<file path="src/hw/ttc_pkg.sv">
// shared types for the single-channel timer slice
// bus data is always a full 16-bit word, there are no byte selects

package ttc_pkg;

  // --------------------
  // widths
  // --------------------

  // count, interval, match and bus data
  typedef logic [15:0] count_t;

  // clock control register
  //   bit 0     prescale enable
  //   bits 4:1  prescale value N, tick every 2^(N+1) cycles
  //   bits 6:5  reserved, stored and read back only
  typedef logic [6:0] clk_ctrl_t;

  // word address on the register port
  typedef logic [2:0] wb_adr_t;

  // --------------------
  // register map
  // --------------------

  typedef enum wb_adr_t {
    REG_CLK_CTRL = 3'd0,
    REG_CNT_CTRL = 3'd1,
    // read-only, writes ignored
    REG_COUNT    = 3'd2,
    REG_INTERVAL = 3'd3,
    REG_MATCH    = 3'd4,
    // write one to clear
    REG_IRQ_STS  = 3'd5,
    REG_IRQ_EN   = 3'd6,
    REG_RSVD     = 3'd7
  } reg_addr_e;

  // clock control fields
  localparam int CLK_PS_EN  = 0;
  localparam int CLK_PS_LSB = 1;

  // counter control bits
  localparam int CTRL_DIS   = 0;
  localparam int CTRL_INTV  = 1;
  localparam int CTRL_DEC   = 2;
  localparam int CTRL_MATCH = 3;
  // restart, pulse only and never stored
  localparam int CTRL_RST   = 4;

  // interrupt status and enable bits
  localparam int IRQ_INTV  = 0;
  localparam int IRQ_MATCH = 1;

  // --------------------
  // wishbone classic
  // --------------------

  // master to slave
  typedef struct packed {
    logic    cyc;
    logic    stb;
    logic    we;
    wb_adr_t adr;
    count_t  dat;
  } wb_req_t;

  // slave to master, dat valid while ack is high
  typedef struct packed {
    logic   ack;
    count_t dat;
  } wb_rsp_t;

endpackage
</file>
<file path="src/hw/ttc_top.sv">
// single-channel timer slice, wishbone classic register port and one interrupt
// no external clock source and no waveform output
`timescale 1ns/10ps

module ttc_top #(
  parameter int PS_BITS = 4
) (
  input  logic             pclk3,
  input  logic             n_p_reset3,
  input  ttc_pkg::wb_req_t wb_req,
  output ttc_pkg::wb_rsp_t wb_rsp,
  output logic             irq
);

  import ttc_pkg::*;

  logic      clk_ctrl_sel;
  clk_ctrl_t clk_ctrl_wdata;
  clk_ctrl_t clk_ctrl;
  logic      restart;
  logic      count_en;
  logic      tick;
  count_t    cnt_ctrl;
  count_t    interval;
  count_t    match;
  count_t    count;
  logic      ev_intv;
  logic      ev_match;

  // register block
  ttc_regs u_regs (
    .pclk3          (pclk3),
    .n_p_reset3     (n_p_reset3),
    .wb_req         (wb_req),
    .wb_rsp         (wb_rsp),
    .clk_ctrl       (clk_ctrl),
    .count          (count),
    .ev_intv        (ev_intv),
    .ev_match       (ev_match),
    .clk_ctrl_sel   (clk_ctrl_sel),
    .clk_ctrl_wdata (clk_ctrl_wdata),
    .restart        (restart),
    .cnt_ctrl       (cnt_ctrl),
    .interval       (interval),
    .match          (match),
    .irq            (irq)
  );

  // clock control and restart enable
  ttc_count_rst #(
    .PS_BITS (PS_BITS)
  ) u_count_rst (
    .pclk3          (pclk3),
    .n_p_reset3     (n_p_reset3),
    .clk_ctrl_sel   (clk_ctrl_sel),
    .clk_ctrl_wdata (clk_ctrl_wdata),
    .restart        (restart),
    .clk_ctrl       (clk_ctrl),
    .count_en       (count_en)
  );

  ttc_prescaler #(
    .PS_BITS (PS_BITS)
  ) u_prescaler (
    .pclk3      (pclk3),
    .n_p_reset3 (n_p_reset3),
    .clk_ctrl   (clk_ctrl),
    .count_en   (count_en),
    .tick       (tick)
  );

  ttc_counter u_counter (
    .pclk3      (pclk3),
    .n_p_reset3 (n_p_reset3),
    .count_en   (count_en),
    .tick       (tick),
    .cnt_ctrl   (cnt_ctrl),
    .interval   (interval),
    .match      (match),
    .count      (count),
    .ev_intv    (ev_intv),
    .ev_match   (ev_match)
  );

endmodule

</file>
<file path="src/hw/ttc_counter.sv">
// 16-bit up/down counter with interval reload and match compare
// start value is interval only for down counting in interval mode, else zero
`timescale 1ns/10ps

module ttc_counter (
  input  logic            pclk3,
  input  logic            n_p_reset3,
  input  logic            count_en,
  input  logic            tick,
  input  ttc_pkg::count_t cnt_ctrl,
  input  ttc_pkg::count_t interval,
  input  ttc_pkg::count_t match,
  output ttc_pkg::count_t count,
  output logic            ev_intv,
  output logic            ev_match
);

  import ttc_pkg::*;

  logic   dec;
  logic   intv_mode;
  logic   step;
  logic   wrap;
  count_t start_val;
  count_t count_nxt;

  assign dec       = cnt_ctrl[CTRL_DEC];
  assign intv_mode = cnt_ctrl[CTRL_INTV];
  assign step      = tick & ~cnt_ctrl[CTRL_DIS];

  assign start_val = (intv_mode && dec) ? interval : '0;

  // --------------------
  // next count
  // --------------------

  always_comb
  begin
    wrap      = 1'b0;
    count_nxt = count;
    if (intv_mode && !dec)
    begin
      // past interval also wraps, in case interval shrank
      if (count >= interval)
      begin
        count_nxt = '0;
        wrap      = 1'b1;
      end
      else
        count_nxt = count + 1'b1;
    end
    else if (intv_mode)
    begin
      if (count == '0)
      begin
        count_nxt = interval;
        wrap      = 1'b1;
      end
      else
        count_nxt = count - 1'b1;
    end
    else if (dec)
    begin
      // free running down, 0 to ffff
      count_nxt = count - 1'b1;
      wrap      = (count == '0);
    end
    else
    begin
      count_nxt = count + 1'b1;
      wrap      = (count == '1);
    end
  end

  // --------------------
  // count and events
  // --------------------

  always_ff @(posedge pclk3 or negedge n_p_reset3)
  begin
    if (!n_p_reset3)
    begin
      count    <= '0;
      ev_intv  <= 1'b0;
      ev_match <= 1'b0;
    end
    else if (!count_en)
    begin
      // restart cycle, reload
      count    <= start_val;
      ev_intv  <= 1'b0;
      ev_match <= 1'b0;
    end
    else
    begin
      if (step)
        count <= count_nxt;
      ev_intv  <= step & wrap;
      ev_match <= step & cnt_ctrl[CTRL_MATCH] & (count_nxt == match);
    end
  end

endmodule

</file>
<file path="src/hw/ttc_prescaler.sv">
// count tick generator, divides by 2^(N+1) or passes every enabled cycle
// divider is cleared while count_en is low, so the first tick is a full period late
`timescale 1ns/10ps

module ttc_prescaler #(
  parameter int PS_BITS = 4
) (
  input  logic               pclk3,
  input  logic               n_p_reset3,
  input  ttc_pkg::clk_ctrl_t clk_ctrl,
  input  logic               count_en,
  output logic               tick
);

  import ttc_pkg::*;

  // largest period is 2^(2^PS_BITS)
  localparam int DIV_W = 1 << PS_BITS;

  logic [DIV_W-1:0]   div;
  logic [DIV_W-1:0]   div_mask;
  logic [PS_BITS-1:0] ps_n;
  logic [PS_BITS:0]   ps_shift;
  logic               ps_en;

  assign ps_en    = clk_ctrl[CLK_PS_EN];
  assign ps_n     = clk_ctrl[CLK_PS_LSB +: PS_BITS];
  // one extra bit so N+1 never wraps
  assign ps_shift = {1'b0, ps_n} + 1'b1;

  // low N+1 bits set
  assign div_mask = ~({DIV_W{1'b1}} << ps_shift);

  // free-running divider
  always_ff @(posedge pclk3 or negedge n_p_reset3)
  begin
    if (!n_p_reset3)
    begin
      div <= '0;
    end
    else if (!count_en)
    begin
      div <= '0;
    end
    else
    begin
      div <= div + 1'b1;
    end
  end

  // tick in the last cycle of each period
  assign tick = count_en & (!ps_en || ((div & div_mask) == div_mask));

endmodule

</file>
<file path="src/hw/ttc_count_rst.sv">
// clock control register and restart handling, count_en drops one cycle per restart
`timescale 1ns/10ps

module ttc_count_rst #(
  parameter int PS_BITS = 4
) (
  input  logic               pclk3,
  input  logic               n_p_reset3,
  input  logic               clk_ctrl_sel,
  input  ttc_pkg::clk_ctrl_t clk_ctrl_wdata,
  input  logic               restart,
  output ttc_pkg::clk_ctrl_t clk_ctrl,
  output logic               count_en
);

  import ttc_pkg::*;

  // prescale bits beyond PS_BITS are reserved and stay zero
  localparam clk_ctrl_t PS_MASK = clk_ctrl_t'(((1 << PS_BITS) - 1) << CLK_PS_LSB);
  localparam clk_ctrl_t WR_MASK = 7'h61 | PS_MASK;

  logic restart_seen;

  // clock control, loaded on the write strobe
  always_ff @(posedge pclk3 or negedge n_p_reset3)
  begin
    if (!n_p_reset3)
    begin
      clk_ctrl <= '0;
    end
    else if (clk_ctrl_sel)
    begin
      clk_ctrl <= clk_ctrl_wdata & WR_MASK;
    end
  end

  // --------------------
  // restart
  // --------------------

  // first restart cycle drops count_en, a held level is ignored
  always_ff @(posedge pclk3 or negedge n_p_reset3)
  begin
    if (!n_p_reset3)
    begin
      restart_seen <= 1'b0;
      count_en     <= 1'b0;
    end
    else if (restart && !restart_seen)
    begin
      restart_seen <= 1'b1;
      count_en     <= 1'b0;
    end
    else
    begin
      // rearm once restart falls
      if (!restart)
        restart_seen <= 1'b0;
      count_en <= 1'b1;
    end
  end

endmodule

</file>
<file path="src/hw/ttc_regs.sv">
// wishbone classic register slave, one ack per request, master does the back-pressure
// clock control lives in ttc_count_rst, only its write strobe and readback pass here
`timescale 1ns/10ps

module ttc_regs (
  input  logic             pclk3,
  input  logic             n_p_reset3,
  input  ttc_pkg::wb_req_t wb_req,
  output ttc_pkg::wb_rsp_t wb_rsp,
  input  ttc_pkg::clk_ctrl_t clk_ctrl,
  input  ttc_pkg::count_t  count,
  input  logic             ev_intv,
  input  logic             ev_match,
  output logic             clk_ctrl_sel,
  output ttc_pkg::clk_ctrl_t clk_ctrl_wdata,
  output logic             restart,
  output ttc_pkg::count_t  cnt_ctrl,
  output ttc_pkg::count_t  interval,
  output ttc_pkg::count_t  match,
  output logic             irq
);

  import ttc_pkg::*;

  logic      req;
  logic      acc;
  logic      wr_en;
  reg_addr_e addr;
  logic      ack_q;
  count_t    rdata_q;
  count_t    rd_mux;
  logic [3:0] ctrl_q;
  logic [1:0] irq_sts;
  logic [1:0] irq_en;
  logic [1:0] w1c;
  logic [1:0] ev;

  // --------------------
  // bus handshake
  // --------------------

  assign req  = wb_req.cyc & wb_req.stb;
  assign addr = reg_addr_e'(wb_req.adr);

  // access is accepted in the cycle before ack rises
  assign acc   = req & ~ack_q;
  assign wr_en = acc & wb_req.we;

  // ack high one cycle, a held stb gets the next ack two cycles on
  always_ff @(posedge pclk3 or negedge n_p_reset3)
  begin
    if (!n_p_reset3)
    begin
      ack_q <= 1'b0;
    end
    else
    begin
      ack_q <= acc;
    end
  end

  assign wb_rsp.ack = ack_q;
  assign wb_rsp.dat = rdata_q;

  // --------------------
  // write decode
  // --------------------

  // clock control strobe, loads next door at the ack edge
  assign clk_ctrl_sel   = wr_en & (addr == REG_CLK_CTRL);
  assign clk_ctrl_wdata = wb_req.dat[6:0];

  always_ff @(posedge pclk3 or negedge n_p_reset3)
  begin
    if (!n_p_reset3)
    begin
      ctrl_q   <= '0;
      interval <= '0;
      match    <= '0;
      irq_en   <= '0;
      restart  <= 1'b0;
    end
    else
    begin
      // restart bit is only a pulse, high with ack
      restart <= wr_en & (addr == REG_CNT_CTRL) & wb_req.dat[CTRL_RST];
      if (wr_en)
      begin
        case (addr)
          REG_CNT_CTRL: ctrl_q   <= wb_req.dat[CTRL_MATCH:CTRL_DIS];
          REG_INTERVAL: interval <= wb_req.dat;
          REG_MATCH:    match    <= wb_req.dat;
          REG_IRQ_EN:   irq_en   <= wb_req.dat[IRQ_MATCH:IRQ_INTV];
          default:      ;
        endcase
      end
    end
  end

  // stored control bits, upper bits read as zero
  assign cnt_ctrl = count_t'(ctrl_q);

  // --------------------
  // interrupt status
  // --------------------

  assign w1c = (wr_en && addr == REG_IRQ_STS) ? wb_req.dat[IRQ_MATCH:IRQ_INTV] : 2'b00;

  always_comb
  begin
    ev            = '0;
    ev[IRQ_INTV]  = ev_intv;
    ev[IRQ_MATCH] = ev_match;
  end

  // a new event wins over a clear in the same cycle
  always_ff @(posedge pclk3 or negedge n_p_reset3)
  begin
    if (!n_p_reset3)
    begin
      irq_sts <= '0;
    end
    else
    begin
      irq_sts <= (irq_sts & ~w1c) | ev;
    end
  end

  assign irq = |(irq_sts & irq_en);

  // --------------------
  // read path
  // --------------------

  always_comb
  begin
    case (addr)
      REG_CLK_CTRL: rd_mux = count_t'(clk_ctrl);
      REG_CNT_CTRL: rd_mux = cnt_ctrl;
      REG_COUNT:    rd_mux = count;
      REG_INTERVAL: rd_mux = interval;
      REG_MATCH:    rd_mux = match;
      REG_IRQ_STS:  rd_mux = count_t'(irq_sts);
      REG_IRQ_EN:   rd_mux = count_t'(irq_en);
      REG_RSVD:     rd_mux = '0;
      default:      rd_mux = '0;
    endcase
  end

  // sampled at the ack edge, held while ack is high
  always_ff @(posedge pclk3 or negedge n_p_reset3)
  begin
    if (!n_p_reset3)
    begin
      rdata_q <= '0;
    end
    else if (acc && !wb_req.we)
    begin
      rdata_q <= rd_mux;
    end
  end

endmodule

</file>
<file path="config.mk">
export PLATFORM = sky130hd
export DESIGN_NAME = ttc_top
export DESIGN_NICKNAME = d
export VERILOG_FILES = /design/src/hw/ttc_pkg.sv /design/src/hw/ttc_top.sv /design/src/hw/ttc_counter.sv /design/src/hw/ttc_prescaler.sv /design/src/hw/ttc_count_rst.sv /design/src/hw/ttc_regs.sv
export SDC_FILE = /design/constraint.sdc
export NUM_CORES = 1
export LEC_CHECK = 0
export BUFFER_PORTS_ARGS = -buffer_cell sky130_fd_sc_hd__clkbuf_2
export CORE_MARGIN = 2
export CORE_UTILIZATION = 60
export CTS_BUF_LIST = sky130_fd_sc_hd__clkbuf_2 sky130_fd_sc_hd__clkbuf_4 sky130_fd_sc_hd__clkbuf_8
export CTS_CLUSTER_SIZE = 28
export DETAILED_ROUTE_END_ITERATION = 10
export PLACE_DENSITY = 0.79
export SLEW_MARGIN = 5
export SYNTH_ARGS = -nofsm -noshare
export SYNTH_HDL_FRONTEND = slang
export SYNTH_SLANG_ARGS = --single-unit
</file>
<file path="constraint.sdc">
create_clock -name pclk3 -period 7.3 [get_ports pclk3]
set_input_delay 0.365 -clock pclk3 [delete_from_list [all_inputs] [get_ports pclk3]]
set_output_delay 0.365 -clock pclk3 [all_outputs]
set_load 0.05 [all_outputs]
</file>
## Word level (Yosys, flattened, before mapping)

Index checks and enable logic that the tools add are counted.

- Output and inout port bits: 18
- Word-level logic and storage cells: 90
- Bits in registers: 101
- Input port bits: 24

- Reduce and logical (&&, ||, !) cells: 17
- Mux-type cells: 21
- Equal/unequal tests: 12
- Add/subtract/negate cells: 4
- Shift operators: 1
- Bitwise operators: 19
- Magnitude comparators: 1

Operators by type and width:

| operator | count |
|---|---|
| 2-to-1 mux 16 bit | 9 |
| one-hot mux 16 bit (8 select lines) | 1 |
| adder 16 x 1 -> 16 bit, second input constant | 2 |
| == test 16 bit | 2 |
| bitwise AND 16 bit | 1 |
| == test 16 bit, second input constant | 1 |
| >= comparator 16 bit | 1 |
| logical NOT 16 bit | 1 |
| inverter 16 bit | 1 |
| << shifter 16 x 5 -> 16 bit, first input constant | 1 |
| subtractor 16 x 1 -> 16 bit, second input constant | 1 |
| == test 3 bit, second input constant | 4 |
| bitwise AND 1 bit | 11 |
| 2-to-1 mux 1 bit | 10 |
| AND reduction 2 bit | 4 |
| == test 3 x 2 -> 1 bit, second input constant | 2 |
| adder 4 x 1 -> 5 bit, second input constant | 1 |
| logical AND 1 bit | 5 |
| bitwise AND 2 bit | 2 |
| logical NOT 1 bit | 4 |
| inequality test 2 x 1 -> 1 bit, second input constant | 2 |
| == test 3 x 1 -> 1 bit, second input constant | 1 |
| logical NOT 3 bit | 1 |
| 2-to-1 mux 2 bit | 1 |
| 5 further kinds | 6 |

## Longest topological paths before layout

Gate-level depths: netlist of the first run.

- Word-level depth: 11
- Gate-level depth with buffers: 12
- Depth with buffers taken out: 10

## Modules after synthesis

Synthesis of the first run repeated with hierarchy kept, for this count alone.

- Cells, all modules: 707
- Area total of the unflattened synthesis: 6754.0 um^2

Modules (own cells, without submodules):

| module | sequential area each (um^2) | instances | area an instance (um^2) | cells an instance |
|---|---|---|---|---|
| ttc_regs | 1451.4 | 1 | 2894.0 | 263 |
| ttc_counter | 450.4 | 1 | 2491.1 | 321 |
| ttc_prescaler | 400.4 | 1 | 1017.2 | 104 |
| ttc_count_rst | 225.2 | 1 | 351.6 | 19 |

## Least setup slack after synthesis of the first run

No wires, ideal clock.

- Path kind: flip-flop to flip-flop
- From: register u_counter.count[0]
- To: register u_counter.ev_match
- Clock period less this slack: 2.883 ns
- Path buffers: 2
- Path slack: 4.417 ns
- Stages on the path, launching flop included: 13
- Setup time: 0.096 ns
- Arrival time: 2.787 ns
- Data required time: 7.204 ns
- Path through: dfrtp_1 clkbuf_1 inv_1 ha_1 nand2b_1 a2111oi_0 or4_4 a31oi_4 buf_6 nor4_2 nor4_2 nand4_1 nor4_2

- Longest elaborated chain between the ends: 7
- Elaborated cells on any way between the ends: 12
- Classes of those cells: 2 x add/sub; 1 x order compare; 1 x eq/ne; 6 x mux; 1 x bitwise; 1 x reduce/logical

Ends and longest elaborated chain:

| item | RTL line | source |
|---|---|---|
| start: declaration | ttc_counter.sv:13 | `output ttc_pkg::count_t count,` |
| start signal: assignment | ttc_counter.sv:90 | `count <= start_val;` |
| start signal: assignment | ttc_counter.sv:97 | `count <= count_nxt;` |
| adder 16 x 1 -> 16 bit (tied with other cells) | ttc_counter.sv:50, ttc_counter.sv:70 |  |
| 2-to-1 mux 16 bit (on tied branches) | ttc_counter.sv:62, ttc_counter.sv:54 |  |
| 2-to-1 mux 16 bit | ttc_counter.sv:52 | `else if (intv_mode)` |
| 2-to-1 mux 16 bit (*) | ttc_counter.sv:41 | `if (intv_mode && !dec)` |
| == test 16 bit (*) | ttc_counter.sv:99 | `ev_match <= step & cnt_ctrl[CTRL_MATCH] & (count_nxt == match);` |
| bitwise AND 1 bit (*) | ttc_counter.sv:99 |  |
| 2-to-1 mux 1 bit (*) | ttc_counter.sv:87 | `else if (!count_en)` |
| end signal: assignment | ttc_counter.sv:99 |  |
| end: declaration | ttc_counter.sv:15 | `output logic ev_match` |

Mark *: on every way between the ends. The rest lies on a longest branch, timed or not.
A chain may end at the register's enable or synchronous reset.

## Final worst setup path of the first run

- From: register u_counter.count[5]
- To: register u_counter.ev_match

The elaborated chain is that of the path after synthesis.

==> qor.txt, run 1 <==
WORST SETUP PATH
----------------------------------------------------------------------------------------
R2r endpoint .............................................................. u_counter.ev_match$_DFF_PN0_
Type of the worst setup path ..............................................      reg2reg
Crit. End Element .........................................................         flop
Start of the worst register-to-register path .............................. u_counter.count[5]$_DFFE_PN0P_
Arrival time of data at the critical path endpoint ........................      3810 ps
Required @ worst endpoint .................................................      7600 ps
Largest fanout of any net on the critical path ............................           12
Register-to-Register Setup Slack ..........................................      3780 ps
Critical Path Start Type ..................................................         flop
Number of cells traversed by the worst register-to-register path ..........            8

STA
----------------------------------------------------------------------------------------
Transition time at the pin with the least slew margin .....................      1150 ps
Clock Skews ...............................................................      15.5 ps
Final count of negative-setup-slack endpoints .............................            0
Final Hold Viols ..........................................................            0
Final number of max-transition violations .................................            0
Post-route minimum period .................................................      3520 ps
Max Fclk ..................................................................      284 MHz
Portion of the clock cycle consumed by the worst path in the final layout .        48.2%
Final setup TNS ...........................................................         0 ps
Setup repair after global routing missed its margin .......................        false
Worst slew margin .........................................................        23.5%
Final hold slack ..........................................................       224 ps

PLACED DESIGN
----------------------------------------------------------------------------------------
Final RePlAce weighted congestion .........................................        0.932
Placed instance area ...................................................... 0.00676 sq mm
IO Port Bufs ..............................................................           41
DPL Wire Length ...........................................................    13,300 um

CLOCK TREE
----------------------------------------------------------------------------------------
Number of H-tree levels ...................................................            3
Clk Latency, worst-skew pair ..............................................       390 ps
Clock-pin transition on the worst setup and hold timing paths .............       100 ps
Number of sinks on the clock net ..........................................          101
Total CTS buffers .........................................................            9
Count of cells resized by post-cts repair .................................            0
Clock buffer depth ........................................................            2
CTS tree ..................................................................          yes
Root buffer cell .......................................................... sky130_fd_sc_hd__clkbuf_8

CELLS AND AREA
----------------------------------------------------------------------------------------
Number of nets in the layout ..............................................          753
Number of filler cells placed in the layout ...............................          916
Area growth, synth to finish ..............................................        6.30%
Finished layout cell area ................................................. 0.00696 sq mm
Layout cell share with drive strength beyond 1 ............................        19.5%
Ant. Diodes ...............................................................            0

WORST HOLD PATH
----------------------------------------------------------------------------------------
Path category of the worst min-delay check ................................       in2reg
Worst Hold Path Cells .....................................................            2
Beginning of the worst hold path ..........................................   wb_req[12]
Endpoint of the worst hold-timing path .................................... u_regs.interval[12]$_DFFE_PN0P_

YOSYS
----------------------------------------------------------------------------------------
Fraction of the yosys area taken by sequential cells ......................        38.6%
Top post-synthesis cells by area .......................................... sky130_fd_sc_hd__dfrtp_1 (39%), sky130_fd_sc_hd__mux2_2 (7.2%), sky130_fd_sc_hd__ha_1 (4.4%)
Area leader, netlist ...................................................... sky130_fd_sc_hd__dfrtp_1
Simple logic cell fraction of the synthesized area ........................        20.3%
Mux contribution to synthesized area ......................................        10.7%
Number of synthesized register bits .......................................          101
Top-area cell type share of the netlist area ..............................        38.6%
Dominant combinational cell family by area after synthesis ................ simple AND/OR/NAND/NOR gates
Nets in the synthesized netlist ...........................................          741
Adder-Cell Fraction of Synth Area .........................................        4.39%
Synthesized area per cell .................................................   9.44 sq um
Mapped Cells ..............................................................          694
Count of unique library cells instantiated by Yosys .......................           78
Synth Area in XOR/XNOR ....................................................        5.35%
Synth cell count leaders .................................................. sky130_fd_sc_hd__dfrtp_1 (101), sky130_fd_sc_hd__nor2_1 (57), sky130_fd_sc_hd__a21oi_1 (46), sky130_fd_sc_hd__nand2_1 (45), sky130_fd_sc_hd__mux2_2 (42)
Prevailing post-synth register cell ....................................... sky130_fd_sc_hd__dfrtp_1
Number of flops mapped to enable cells by yosys ...........................            0
Warnings, synthesis .......................................................            0
Netlist Area Pre-Place .................................................... 0.00655 sq mm
Async set or reset register ratio after synthesis .........................         100%
Most instantiated library cell after synthesis ............................ sky130_fd_sc_hd__dfrtp_1
Compound-gate portion of the synthesized area .............................        15.7%

POWER
----------------------------------------------------------------------------------------
Total design power ........................................................      2320 uW
Standby leakage power .....................................................   0.00299 uW
IR Drop Worst-Case VDD ....................................................     0.238 mV
Areal power density over the cells ........................................  333 mW/mm^2

FLOORPLANNING
----------------------------------------------------------------------------------------
Die Width .................................................................       108 um
Boundary pin count ........................................................           42
Chip height ...............................................................       108 um
Starting utilization of the core area .....................................        61.0%
Die Outline Area .......................................................... 0.0118 sq mm
Row Count .................................................................           38
Core Footprint ............................................................ 0.0107 sq mm

GLOBAL ROUTE
----------------------------------------------------------------------------------------
Global-route wire length before repair ....................................    28,700 um
Number of antenna violations at the first check in global routing .........            0
Leftover overflow at the end of global routing ............................            0
Pin count of the biggest net entering global routing ......................           60
Total global routing track utilization ....................................        32.5%
Vias in the first global route ............................................        5,294

ROUTE
----------------------------------------------------------------------------------------
Detailed-router iteration count before antenna repair .....................            5
Total wire length .........................................................    18,200 um
DRC violation count after routing .........................................            0
Drt via density ...........................................................         6.58
DRT antenna net count .....................................................            0
DRC marker count from the first detailed-route iteration ..................          687
Via count .................................................................        5,602
Wirelength per Cell .......................................................      21.4 um

FLOW RUN
----------------------------------------------------------------------------------------
Maximum Capacitance Violations ............................................            0

RUN STATUS
----------------------------------------------------------------------------------------
Run status ................................................................ finished clean

## where the power goes
group	internal, uW	switching, uW	leakage (uW)
Sequential	684	266	0.00129
Combinational	423	598	0.00161
Clock	141	208	0.0000915
## worst max-delay path, cell delays in order (launching register included)
cell	delay [ps]
sky130_fd_sc_hd__dfrtp_1	530
sky130_fd_sc_hd__nor4_2	870
sky130_fd_sc_hd__and4_2	460
sky130_fd_sc_hd__nand3_2	260
sky130_fd_sc_hd__o22ai_1	400
sky130_fd_sc_hd__nor4_1	110
sky130_fd_sc_hd__a2111oi_2	310
sky130_fd_sc_hd__nand4_1	190
sky130_fd_sc_hd__nor4_2	290
## sequential cells by signal, summed over array words and instances (netlist names), 2 cells and up
name,flops
u_regs.interval,16
u_regs.match,16
u_count_rst.clk_ctrl,7
u_regs.irq_sts,2
u_regs.ctrl_q,4
u_regs.rdata_q,16
u_prescaler.div,16
u_regs.irq_en,2
u_counter.count,16
## cells by family after synthesis
group	count (synthesis)
mux	61
compound gates	148
flops	101
fa+ha+maj	23
xor+xnor	40
simple gates	245
buf+inv	76
## final cells by class
class | instances | area [sq um] | area share, %
clock buffer | 11 | 145 | 2.08
clock inverter | 5 | 43.8 | 0.629
inverter | 30 | 113 | 1.62
multi-input combinational | 517 | 3700 | 53.2
sequential | 101 | 2530 | 36.3
tap | 140 | 175 | 2.52
timing repair buffer | 47 | 255 | 3.67
## stage by stage
| step | cells | util [%] | setup WS (ps) |
|---|---|---|---|
| floorplan | 694 | - | 4420 |
| global placement | 834 | 62.9 | 3980 |
| detailed placement | 834 | 62.9 | 3870 |
| CTS | 851 | 64.8 | 3840 |
| global route | 851 | 64.8 | 3440 |
| finish | 851 | 64.8 | 3780 |
## metal layers
| layer | vias to the layer above | routed length [um] | GRT usage (%) |
|---|---|---|---|
| met2 | 227 | 8520 | 51.2 |
| met4 | 0 | 268 | 8.06 |
| met1 | 2792 | 8090 | 45.9 |
| li1 | 2554 | - | - |
| met5 | - | 0 | 0 |
| met3 | 29 | 1370 | 6.81 |
## cells in the final DEF, fill, tap and decap left out, drive strengths merged, types with 4 or more instances in the layout
master / n
mux2i: 16
clkbuf: 51
and4: 5
nand3b: 5
nand2b: 5
o221ai: 4
xnor2: 22
a21oi: 46
a22oi: 5
nand2: 45
o211ai: 4
inv: 32
mux2: 42
buf: 6
and3: 9
ha: 23
o22a: 5
xor2: 18
dfrtp: 101
o21ai: 23
nor2b: 8
a21o: 4
nand3: 27
and2: 17
nor4: 15
nand4: 22
a221o: 9
nor3: 15
o22ai: 10
a31oi: 8
nor2: 57
## how the worst max path moves through the flow
stage,to,depth (start not counted),slack (ps),start
floorplan,u_counter.ev_match$_DFF_PN0_,12,4420,u_counter.count[0]$_DFFE_PN0P_
global placement,u_counter.ev_match$_DFF_PN0_,8,3980,u_counter.count[5]$_DFFE_PN0P_
detailed placement,u_counter.ev_match$_DFF_PN0_,8,3870,u_counter.count[5]$_DFFE_PN0P_
CTS,u_counter.ev_match$_DFF_PN0_,8,3840,u_counter.count[5]$_DFFE_PN0P_
global route,u_counter.ev_match$_DFF_PN0_,8,3440,u_counter.count[5]$_DFFE_PN0P_
finish,u_counter.ev_match$_DFF_PN0_,8,3780,u_counter.count[5]$_DFFE_PN0P_
## what timing repair did
action                    in CTS  in global routing
hold endpoints to repair      42                  0
buffers inserted               0                  0
hold buffers                   1                  0
Power figures use the tool's default switching activity.
==> run 2, diff against run 1 <==
- clock period: 7.3 -> 3.5 ns (I/O delays scaled with it)
==> qor.txt, run 2 (same netlist as run 1, synthesis figures left out) <==
RUN STATUS
----------------------------------------------------------------------------------------
Run status ................................................................ finished clean

FLOORPLANNING
----------------------------------------------------------------------------------------
Die Outline Area .......................................................... 0.0118 sq mm
Chip height ...............................................................       108 um
Starting utilization of the core area .....................................        61.0%
Row Count .................................................................           38
Die Width .................................................................       108 um
Core Footprint ............................................................ 0.0107 sq mm
Boundary pin count ........................................................           42

POWER
----------------------------------------------------------------------------------------
Standby leakage power .....................................................   0.00311 uW
Switching share of power ..................................................        45.0%
P_sw ......................................................................      2240 uW
Clk pwr share .............................................................        14.2%
Gate power share ..........................................................        49.3%
Internal Dissipation ......................................................      2730 uW
Areal power density over the cells ........................................  697 mW/mm^2
Sequential Power Share ....................................................        36.5%
IR Drop Worst-Case VDD ....................................................     0.429 mV

CLOCK TREE
----------------------------------------------------------------------------------------
Clk Latency, worst-skew pair ..............................................       390 ps
Count of cells resized by post-cts repair .................................            0
Total CTS buffers .........................................................            9
Number of H-tree levels ...................................................            3
Clock buffer depth ........................................................            2
Root buffer cell .......................................................... sky130_fd_sc_hd__clkbuf_8
Number of sinks on the clock net ..........................................          101
CTS tree ..................................................................          yes
Clock-pin transition on the worst setup and hold timing paths .............       100 ps

CELLS AND AREA
----------------------------------------------------------------------------------------
Number of filler cells placed in the layout ...............................          884
Layout cell share with drive strength beyond 1 ............................        22.3%
Finished layout cell area ................................................. 0.00714 sq mm
Leading cell types in the layout, fill and taps excluded .................. sky130_fd_sc_hd__dfrtp_1 (101), sky130_fd_sc_hd__nor2_1 (57), sky130_fd_sc_hd__a21oi_1 (46)
Area growth, synth to finish ..............................................        9.02%
Number of nets in the layout ..............................................          778
Most frequent standard cell in the layout excluding fill and tap cells .... sky130_fd_sc_hd__dfrtp_1
Ant. Diodes ...............................................................            0

STA
----------------------------------------------------------------------------------------
Final Hold Viols ..........................................................            0
Worst slew margin .........................................................        36.6%
Max Fclk ..................................................................      304 MHz
Post-route minimum period .................................................      3290 ps
Transition time at the pin with the least slew margin .....................       948 ps
PnR worst setup slack .....................................................       205 ps
Portion of the clock cycle consumed by the worst path in the final layout .        94.1%
Final setup TNS ...........................................................         0 ps
Final hold slack ..........................................................      42.3 ps
Final count of negative-setup-slack endpoints .............................            0
Final number of max-transition violations .................................            0
Clock Skews ...............................................................      12.4 ps
Setup repair after global routing missed its margin .......................        false

WORST SETUP PATH
----------------------------------------------------------------------------------------
Required @ worst endpoint .................................................      3780 ps
Arrival time of data at the critical path endpoint ........................      3570 ps
Register-to-Register Setup Slack ..........................................       210 ps
Largest fanout of any net on the critical path ............................           14
Start of the worst register-to-register path .............................. u_counter.count[15]$_DFFE_PN0P_
Number of cells traversed by the worst register-to-register path ..........           10
R2r endpoint .............................................................. u_counter.ev_match$_DFF_PN0_
Crit. End Element .........................................................         flop
Critical Path Start Type ..................................................         flop
Type of the worst setup path ..............................................      reg2reg

WORST HOLD PATH
----------------------------------------------------------------------------------------
Path category of the worst min-delay check ................................       in2reg
Worst Hold Path Cells .....................................................            2
Endpoint of the worst hold-timing path .................................... u_regs.interval[13]$_DFFE_PN0P_
Beginning of the worst hold path ..........................................   wb_req[13]

FLOW RUN
----------------------------------------------------------------------------------------
Maximum Capacitance Violations ............................................            0

PLACED DESIGN
----------------------------------------------------------------------------------------
Worst slack at placement ..................................................       199 ps
Final RePlAce weighted congestion .........................................         1.01
DPL Wire Length ...........................................................    13,300 um
Placed instance area ...................................................... 0.00691 sq mm
IO Port Bufs ..............................................................           41

ROUTE
----------------------------------------------------------------------------------------
Via count .................................................................        5,694
DRC violation count after routing .........................................            0
Wirelength per Cell .......................................................      20.6 um
Drt via density ...........................................................         6.50
Total wire length .........................................................    18,000 um
Detailed-router iteration count before antenna repair .....................            7
DRT antenna net count .....................................................            0
DRC marker count from the first detailed-route iteration ..................          730

GLOBAL ROUTE
----------------------------------------------------------------------------------------
Number of antenna violations at the first check in global routing .........            0
Leftover overflow at the end of global routing ............................            0
Global-route wire length before repair ....................................    28,400 um
Total global routing track utilization ....................................        31.9%
Vias in the first global route ............................................        5,323
Pin count of the biggest net entering global routing ......................           52

run 2: cell types whose count changed in the layout (fill, tap and decap cells not counted), sizes merged:
cell / change
clkbuf: +1
inv: -1
buf: +25
run 2: metrics by stage:
| step | utilization, % | total power (uW) | instances |
|---|---|---|---|
| final | 66.5 | 4970 | 876 |
| after global routing | 66.5 | 5280 | 876 |
| after CTS | 66.1 | 4900 | 871 |
| after detailed placement | 64.3 | 4180 | 854 |
| after global placement | 64.3 | 4140 | 854 |
| after floorplan | - | 3490 | 694 |
run 2: critical path, stage by stage (launching register included):
cell and delay [ps]:
sky130_fd_sc_hd__dfrtp_1 500, sky130_fd_sc_hd__ha_1 380, sky130_fd_sc_hd__and4_1 240, sky130_fd_sc_hd__nand4_1 150
sky130_fd_sc_hd__or4_4 600, sky130_fd_sc_hd__a31oi_4 350, sky130_fd_sc_hd__buf_4 190, sky130_fd_sc_hd__nor4_2 40
sky130_fd_sc_hd__nor4_2 260, sky130_fd_sc_hd__nand4_1 160, sky130_fd_sc_hd__nor4_2 300
run 2: final cells by class:
| class | instances | area (sq um) | area share (%) |
|---|---|---|---|
| Sequential cell | 101 | 2530 | 35.4 |
| Multi-Input combinational cell | 517 | 3700 | 51.9 |
| Clock inverter | 4 | 32.5 | 0.456 |
| Tap cell | 140 | 175 | 2.45 |
| Clock buffer | 12 | 146 | 2.05 |
| Timing Repair Buffer | 72 | 443 | 6.20 |
| Inverter | 30 | 113 | 1.58 |
run 2: worst max-delay path by stage:
stage / slack, ps / end / from
final: 210 / u_counter.ev_match$_DFF_PN0_ / u_counter.count[15]$_DFFE_PN0P_
after global routing: 9 / u_counter.ev_match$_DFF_PN0_ / u_counter.count[0]$_DFFE_PN0P_
after floorplan: 620 / u_counter.ev_match$_DFF_PN0_ / u_counter.count[0]$_DFFE_PN0P_
after CTS: 150 / u_counter.ev_match$_DFF_PN0_ / u_counter.count[15]$_DFFE_PN0P_
after global placement: 380 / u_counter.ev_match$_DFF_PN0_ / u_counter.count[15]$_DFFE_PN0P_
after detailed placement: 200 / u_counter.ev_match$_DFF_PN0_ / u_counter.count[15]$_DFFE_PN0P_
run 2: what timing repair did:
action | CTS | global route
endpoints found under the hold margin | 101 | 0
endpoints found under the setup margin | 0 | 1
buffers inserted | 0 | 5
hold buffers | 1 | 0
run 2: power by group through the flow:
stage	Clock [uW]	Sequential [uW]	Combinational [uW]
floorplan	0	1790	1690
global placement	0	1810	2330
detailed placement	0	1820	2360
CTS	721	1800	2380
global route	765	1850	2660
finish	707	1810	2450
run 2: per-layer routing:
metal	vias up	routed length (um)	track usage (%)
met5	-	0	0
met4	0	356	9.80
met3	39	1590	6.57
met2	294	8260	49.7
met1	2761	7840	44.8
li1	2600	-	-
